## config.mk

```make
export PLATFORM = sky130hd
export DESIGN_NAME = noise_injector_top
export DESIGN_NICKNAME = d
export VERILOG_FILES = /design/src/hw/noise_pkg.sv /design/src/hw/urng_xorshift64.sv /design/src/hw/ternary_noise_map.sv /design/src/hw/noise_fifo.sv /design/src/hw/noise_mixer.sv /design/src/hw/noise_injector_top.sv
export SDC_FILE = /design/constraint.sdc
export NUM_CORES = 1
export LEC_CHECK = 0
export BUFFER_PORTS_ARGS = -buffer_cell sky130_fd_sc_hd__buf_2
export CORE_MARGIN = 2
export CORE_UTILIZATION = 60
export CTS_CLUSTER_DIAMETER = 200
export DETAILED_ROUTE_END_ITERATION = 6
export GPL_TIMING_DRIVEN = 0
export PLACE_DENSITY = 0.8
export SYNTH_ARGS = -nofsm -noshare
export SYNTH_HDL_FRONTEND = slang
export SYNTH_SLANG_ARGS = --single-unit
```

## constraint.sdc

```tcl
create_clock -name clk -period 3.8 [get_ports clk]
set_clock_uncertainty 0.1 [all_clocks]
set_input_delay 0.19 -clock clk [delete_from_list [all_inputs] [get_ports clk]]
set_output_delay 0.19 -clock clk [all_outputs]
set_load 0.02 [all_outputs]
```

## src/hw/noise_pkg.sv

```systemverilog
`default_nettype none

package noise_pkg;

    // signed input sample
    // the ternary noise value uses the same type
    typedef logic signed [7:0] sample_t;

    // mixer result, wide enough for sample * gain + noise
    typedef logic signed [15:0] mixed_t;

    // one uniform random word
    typedef logic [63:0] rand_word_t;

    // generator state after reset, must be nonzero
    localparam rand_word_t URNG_SEED = 64'h9E37_79B9_7F4A_7C15;

    // xorshift64 triple
    // applied as left, right, left
    localparam int XS_A = 13;
    localparam int XS_B = 7;
    localparam int XS_C = 17;

    // words below this map to 0
    localparam rand_word_t THRESH_ZERO = 64'h7FFF_FFFF_FFFF_FFFF;
    // words below this (and not below THRESH_ZERO) map to +1
    // everything above, all-ones included, maps to -1
    localparam rand_word_t THRESH_POS = 64'hBFFF_FFFF_FFFF_FFFF;

    // the three noise levels
    localparam sample_t NOISE_ZERO = 8'sd0;
    localparam sample_t NOISE_POS = 8'sd1;
    localparam sample_t NOISE_NEG = -8'sd1;

    // fixed gain on the input sample
    localparam int NOISE_GAIN = 28;

    // noise queue size
    localparam int FIFO_DEPTH = 4;
    localparam int FIFO_PTR_W = $clog2(FIFO_DEPTH);

    // queue index and occupancy
    // count needs one extra bit to reach FIFO_DEPTH
    typedef logic [FIFO_PTR_W-1:0] fifo_ptr_t;
    typedef logic [FIFO_PTR_W:0] fifo_cnt_t;

endpackage

`default_nettype wire

```

## src/hw/urng_xorshift64.sv

```systemverilog
`timescale 1ns/10ps
`default_nettype none

module urng_xorshift64 (
    input  logic                   clk,
    input  logic                   rstn,
    input  logic                   advance,
    output noise_pkg::rand_word_t  rand_word
);

    // generator state
    noise_pkg::rand_word_t state;

    // one xorshift step, split in three stages
    noise_pkg::rand_word_t step_a;
    noise_pkg::rand_word_t step_b;
    noise_pkg::rand_word_t step_c;

    always_comb begin
        // left shift first
        step_a = state ^ (state << noise_pkg::XS_A);
        // then right
        step_b = step_a ^ (step_a >> noise_pkg::XS_B);
        // then left again
        step_c = step_b ^ (step_b << noise_pkg::XS_C);
    end

    // state only moves when the mapper takes the word
    always_ff @(posedge clk or negedge rstn) begin
        if (!rstn) begin
            state <= noise_pkg::URNG_SEED;
        end else if (advance) begin
            state <= step_c;
        end
    end

    // word is always valid
    // no separate valid flag needed
    assign rand_word = state;

endmodule

`default_nettype wire

```

## src/hw/ternary_noise_map.sv

```systemverilog
`timescale 1ns/10ps
`default_nettype none

module ternary_noise_map (
    input  logic               clk,
    input  logic               rstn,
    input  logic               en,
    output logic               noise_valid,
    input  logic               noise_ready,
    output noise_pkg::sample_t noise_value
);

    // current uniform word
    noise_pkg::rand_word_t rand_word;
    // level for the current word
    noise_pkg::sample_t    mapped;
    // load the output slot this cycle
    logic                  fill;

    urng_xorshift64 u_urng (
        .clk       (clk),
        .rstn      (rstn),
        .advance   (fill),
        .rand_word (rand_word)
    );

    // threshold compare
    // top band also takes the all-ones word
    always_comb begin
        if (rand_word < noise_pkg::THRESH_ZERO) begin
            mapped = noise_pkg::NOISE_ZERO;
        end else if (rand_word < noise_pkg::THRESH_POS) begin
            mapped = noise_pkg::NOISE_POS;
        end else begin
            mapped = noise_pkg::NOISE_NEG;
        end
    end

    // slot empty or being taken, and draws enabled
    // fill also advances the generator so one word per sample
    assign fill = en && (!noise_valid || noise_ready);

    // slot occupancy
    always_ff @(posedge clk or negedge rstn) begin
        if (!rstn) begin
            noise_valid <= 1'b0;
        end else if (fill) begin
            noise_valid <= 1'b1;
        end else if (noise_ready) begin
            // taken with en low
            noise_valid <= 1'b0;
        end
    end

    // slot payload
    always_ff @(posedge clk) begin
        if (fill) begin
            noise_value <= mapped;
        end
    end

endmodule

`default_nettype wire

```

## src/hw/noise_fifo.sv

```systemverilog
`timescale 1ns/10ps
`default_nettype none

module noise_fifo (
    input  logic               clk,
    input  logic               rstn,
    input  logic               wr_valid,
    output logic               wr_ready,
    input  noise_pkg::sample_t wr_data,
    output logic               rd_valid,
    input  logic               rd_ready,
    output noise_pkg::sample_t rd_data
);

    // storage
    noise_pkg::sample_t mem [noise_pkg::FIFO_DEPTH];

    // pointers and occupancy
    noise_pkg::fifo_ptr_t wr_ptr;
    noise_pkg::fifo_ptr_t rd_ptr;
    noise_pkg::fifo_cnt_t count;

    logic full;
    logic empty;
    logic do_wr;
    logic do_rd;

    // status from count only
    assign full = (count == noise_pkg::fifo_cnt_t'(noise_pkg::FIFO_DEPTH));
    assign empty = (count == '0);

    assign wr_ready = !full;
    assign rd_valid = !empty;

    // accepted transfers
    assign do_wr = wr_valid && wr_ready;
    assign do_rd = rd_valid && rd_ready;

    // head entry straight out of the array
    assign rd_data = mem[rd_ptr];

    // write side
    always_ff @(posedge clk or negedge rstn) begin
        if (!rstn) begin
            wr_ptr <= '0;
        end else if (do_wr) begin
            // wrap at the last entry
            if (wr_ptr == noise_pkg::fifo_ptr_t'(noise_pkg::FIFO_DEPTH - 1)) begin
                wr_ptr <= '0;
            end else begin
                wr_ptr <= wr_ptr + 1'b1;
            end
        end
    end

    // read side
    always_ff @(posedge clk or negedge rstn) begin
        if (!rstn) begin
            rd_ptr <= '0;
        end else if (do_rd) begin
            if (rd_ptr == noise_pkg::fifo_ptr_t'(noise_pkg::FIFO_DEPTH - 1)) begin
                rd_ptr <= '0;
            end else begin
                rd_ptr <= rd_ptr + 1'b1;
            end
        end
    end

    // occupancy
    // simultaneous read and write leaves it unchanged
    always_ff @(posedge clk or negedge rstn) begin
        if (!rstn) begin
            count <= '0;
        end else if (do_wr && !do_rd) begin
            count <= count + 1'b1;
        end else if (do_rd && !do_wr) begin
            count <= count - 1'b1;
        end
    end

    // entry write
    always_ff @(posedge clk) begin
        if (do_wr) begin
            mem[wr_ptr] <= wr_data;
        end
    end

endmodule

`default_nettype wire

```

## src/hw/noise_mixer.sv

```systemverilog
`timescale 1ns/10ps
`default_nettype none

module noise_mixer (
    input  logic               clk,
    input  logic               rstn,
    input  logic               in_valid,
    output logic               in_ready,
    input  noise_pkg::sample_t in_sample,
    input  logic               nq_valid,
    output logic               nq_ready,
    input  noise_pkg::sample_t nq_value,
    output logic               out_valid,
    input  logic               out_ready,
    output noise_pkg::mixed_t  out_data
);

    // join this cycle
    logic join_go;

    // widened operands
    noise_pkg::mixed_t sample_ext;
    noise_pkg::mixed_t noise_ext;
    noise_pkg::mixed_t scaled;
    noise_pkg::mixed_t sum;

    // both streams present and output slot free or draining
    assign join_go = in_valid && nq_valid && (!out_valid || out_ready);

    // both sides taken together
    // keeps sample n paired with noise n
    assign in_ready = join_go;
    assign nq_ready = join_go;

    // sign extension to 16 bits
    assign sample_ext = noise_pkg::mixed_t'(in_sample);
    assign noise_ext = noise_pkg::mixed_t'(nq_value);

    // full-width product, range fits in 16 bits
    assign scaled = sample_ext * noise_pkg::mixed_t'(noise_pkg::NOISE_GAIN);
    assign sum = scaled + noise_ext;

    // output slot flag
    always_ff @(posedge clk or negedge rstn) begin
        if (!rstn) begin
            out_valid <= 1'b0;
        end else if (join_go) begin
            out_valid <= 1'b1;
        end else if (out_ready) begin
            out_valid <= 1'b0;
        end
    end

    // result register
    // holds while out_ready is low
    always_ff @(posedge clk) begin
        if (join_go) begin
            out_data <= sum;
        end
    end

endmodule

`default_nettype wire

```

## src/hw/noise_injector_top.sv

```systemverilog
`timescale 1ns/10ps
`default_nettype none

module noise_injector_top (
    input  logic               clk,
    input  logic               rstn,
    input  logic               en,
    input  logic               in_valid,
    output logic               in_ready,
    input  noise_pkg::sample_t in_sample,
    output logic               out_valid,
    input  logic               out_ready,
    output noise_pkg::mixed_t  out_data
);

    // mapper to fifo
    logic               noise_valid;
    logic               noise_ready;
    noise_pkg::sample_t noise_value;

    // fifo to mixer
    logic               nq_valid;
    logic               nq_ready;
    noise_pkg::sample_t nq_value;

    // producer
    // generator sits inside the mapper
    ternary_noise_map u_map (
        .clk         (clk),
        .rstn        (rstn),
        .en          (en),
        .noise_valid (noise_valid),
        .noise_ready (noise_ready),
        .noise_value (noise_value)
    );

    // noise queue
    noise_fifo u_fifo (
        .clk      (clk),
        .rstn     (rstn),
        .wr_valid (noise_valid),
        .wr_ready (noise_ready),
        .wr_data  (noise_value),
        .rd_valid (nq_valid),
        .rd_ready (nq_ready),
        .rd_data  (nq_value)
    );

    // consumer
    noise_mixer u_mixer (
        .clk       (clk),
        .rstn      (rstn),
        .in_valid  (in_valid),
        .in_ready  (in_ready),
        .in_sample (in_sample),
        .nq_valid  (nq_valid),
        .nq_ready  (nq_ready),
        .nq_value  (nq_value),
        .out_valid (out_valid),
        .out_ready (out_ready),
        .out_data  (out_data)
    );

endmodule

`default_nettype wire

```

==> impl_metrics.toml <==
[routing]
dr.pass1.iters = 5
wl_mm = 13.9
wire_per_inst_um = 16.2
drc_errors = 0
drt_iter0_drc = 270
vias = 4712
vias_per_cell = 5.47
antenna_left = 0

[synthesis]
synthAdderAreaFrac_pct = 8.70
synth_cells = 671
ys_types = 46
synth_compound_area_share_pct = 5.69
syn-num-nets = 727
ys_seq_elements = 98
synth_area_per_cell_um2 = 10.1
synthSimpleGateAreaFrac_pct = 9.69
synth_mux_area_share_pct = 1.62
synth_warnings = 0
ys_top_cells_by_area = "xnor2_1 (21%), dfstp_2 (15%), dfrtp_1 (13%)"
synth_top_area_share_pct = 21.3
ys_async_sr_fraction_pct = 74.5
ys_seq_area_share_pct = 38.7
synth_top_cell_by_area = "xnor2_1"
synth-edff-count = 25
synth_xor_area_share_pct = 31.2
synth_top_family_by_area = "XOR/XNOR gates"
syn-cell-area_um2 = 6790
synth-main-ff-cell = "dfstp_2"

[final_layout]
fin_nets = 773
fill_cells = 810
final_core_util_pct = 68.7
layout-drive-gt1-share_pct = 16.6
syn2layout_area_growth_pct = 10.7
n_antenna_cell = 0

[placement]
detailed_place_hpwl_mm = 10.2
portBuffers = 30
routabilityCongestion = 0.918
post-place-ws_ns = -0.420

[grt]
antenna_found_initial = 0
grt_max_degree = 74
gr-usage-all-layers_pct = 24.6
grt_overflow_total = 0
grt_pass1_vias = 4725
grt_pass1_wl_mm = 22.7

[timing]
setup_viol = 0
setup_slack_ns = 0.177
max_clock_freq_mhz = 276
rsz0062_at_grt = "no"
period_share_pct = 95.3
tightestPinTransition_ns = 0.952
hold_violations = 0
period_minus_slack_ns = 3.62
slew_violations = 0
relSlewSlack_pct = 36.5

[die]
num_rows = 38
fp.coreArea_um2 = 10900
io_pins = 31
start_util_pct = 62.1
fp.dieW_um = 110
dieArea_um2 = 12200
fp.dieH_um = 110

[job]
cap_violations = 0

[critical_path]
path_class = "input port to flop"
start_kind = "input port"
cp_slowest_cell = "fa_1"
cpMostUsedCell = "ha_1"
crit_path_max_incr_delay_ns = 0.47
crit_required_ns = 3.80
cp.arrival_ns = 3.62
endpoint_kind = "flop"
crit_chain = "buf_2 -> ha_1 -> xor2_1 -> ha_1 -> fa_1 -> a21o_1 -> a21oi_2 -> xnor2_1 -> ha_1 -> a2111oi_4 -> o211ai_1 -> a31o_2 -> a21oi_1 -> xnor2_1"
cp_max_fo = 5

[clocking]
cts_htree_levels = 3
cts.path.max_buffers = 2
cts.sinks = 98
cts_buffers = 9
clk_pin_slew_ns = 0.07
root_buffer = "clkbuf_16"
tritoncts = "built"
insertion_delay_ns = 0.36

[pwr]
finalPower_mw = 4.08
leakagePower_nw = 3.27
irDropWorstVdd_uv = 529
p_per_area_nw_per_um2 = 543

[min_path]
hold_class = "input port to flop"

[outcome]
outcome = "completed"
==> synthesized netlist by cell type, types with 2 or more instances <==
cell type  number
nor4_1          2
xor2_1         77
dfstp_2        38
nand2_1        76
mux2i_1         2
a211oi_1        2
nand2b_1        3
and2_1          6
o211ai_1        2
mux2_2          4
fa_1            7
edfxtp_1       25
nor3b_1         2
a21oi_1        15
ha_1           36
nor2_1         29
xnor2_1       165
nor2b_1         3
o2111ai_1       2
clkbuf_1       26
o21ai_0        19
inv_1          29
buf_2          11
a2111oi_0       2
o21a_1          5
nand4_1        15
nand3_1         6
a31o_2          2
a21o_1          3
mux4_2          2
clkbuf_2        6
dfrtp_1        35
==> cells by family (layout without fill, tap and decap cells) <==
| family | count (synthesis) | after routing |
|---|---|---|
| XOR/XNOR | 242 | 242 |
| buffers and inverters | 73 | 124 |
| AND/OR/NAND/NOR | 146 | 146 |
| AO/OA/AOI/OAI | 61 | 61 |
| multiplexers | 8 | 8 |
| adder cells (fa/ha/maj) | 43 | 43 |
| flip-flops | 98 | 98 |
==> cells in the final DEF (no fill, tap or decap), types with 3 or more instances in the layout <==
cell type      count
and2_1             6
clkbuf_2           6
ha_1              34
xor2_1            77
o21a_1             5
nand2_1           76
nor2_1            29
buf_4              4
xnor2_1          165
nand3_1            6
clkbuf_16          9
o21ai_0           19
dfstp_2           38
a21oi_2            3
clkinv_2           3
dlygate4sd3_1      3
edfxtp_1          25
dfrtp_1           35
a21oi_1           12
nor2b_1            3
buf_2             40
mux2_2             4
a21o_1             3
clkbuf_1          27
fa_1               7
inv_1             29
nand4_1           15
nand2b_1           3
==> repair_timing <==
action / in CTS / in global routing
setup buffers: 0 / 2
pin swaps: 0 / 5
gates resized for setup: 1 / 10
hold buffers: 3 / 0
endpoints found under the hold margin: 37 / 0
endpoints found under the setup margin: 1 / 4
==> final timing paths <==
check                                            from                    endpoint  slack (ns)  depth (start not counted)
setup / recovery                         in_sample[1]        u_mixer.out_data[11]        0.18                         14
hold / removal                               in_valid           u_mixer.out_valid       0.009                          3
setup reg to reg                     u_fifo.rd_ptr[0]        u_mixer.out_data[12]        0.64                          8
hold reg to reg            u_map.u_urng.rand_word[25]  u_map.u_urng.rand_word[25]        0.40                          2
max in group asynchronous                        rstn  u_map.u_urng.rand_word[15]        2.59                          2
min in group asynchronous                        rstn             u_fifo.count[2]        0.41                          2
==> power by group <==
| part | internal [mW] | leakage (nW) | switching, mW |
|---|---|---|---|
| logic | 0.736 | 2.02 | 1.02 |
| registers | 1.33 | 1.10 | 0.0724 |
| clock network | 0.526 | 0.149 | 0.392 |
| total | 2.59 | 3.27 | 1.49 |
==> flip-flops by register name, indices dropped and copies added (netlist names) <==
name	count
u_fifo.rd_ptr	2
u_map.noise_valid	1
u_fifo.count	3
u_mixer.out_valid	1
u_fifo.wr_ptr	2
u_map.u_urng.rand_word	64
u_map.noise_value	2
u_mixer.out_data	15
u_fifo.mem	8
==> area by class of cell <==
type	count	area, µm²	area share (%)
well taps	140	175	2.33
flip-flops and latches	98	2630	34.9
plain buffers	44	190	2.53
multi-input cells	500	3920	52.2
clock buffers	11	243	3.23
inverters	29	109	1.45
clock inverters	5	53.8	0.716
repair buffers	35	198	2.63
==> per-stage QoR <==
| stage | instances | area, µm² | hold slack (ns) | TNS (ns) |
|---|---|---|---|---|
| floorplan | 671 | 6790 | -0.206 | 0 |
| global placement | 841 | 7110 | 0.299 | -0.583 |
| detailed placement | 841 | 7120 | 0.284 | -1.15 |
| CTS | 860 | 7450 | 0.0162 | 0 |
| global route | 862 | 7510 | 0.0682 | 0 |
| finish | 862 | 7510 | 0.00885 | 0 |
==> routing by layer <==
| metal | global-route usage, % | vias to the layer above | routed length [µm] |
|---|---|---|---|
| li1 | - | 2264 | - |
| met2 | 41.4 | 134 | 6680 |
| met3 | 4.59 | 33 | 774 |
| met4 | 10.6 | 0 | 337 |
| met1 | 31.1 | 2281 | 6130 |
| met5 | 0 | - | 0 |
==> critical path, delay by kind of cell <==
| kind | cells | cell delay [ns] |
|---|---|---|
| xor+xnor | 3 | 0.40 |
| buf+inv | 1 | 0.12 |
| compound gates | 6 | 1.46 |
| fa+ha+maj | 4 | 1.45 |
No activity file was read; power rests on OpenSTA's default activity.
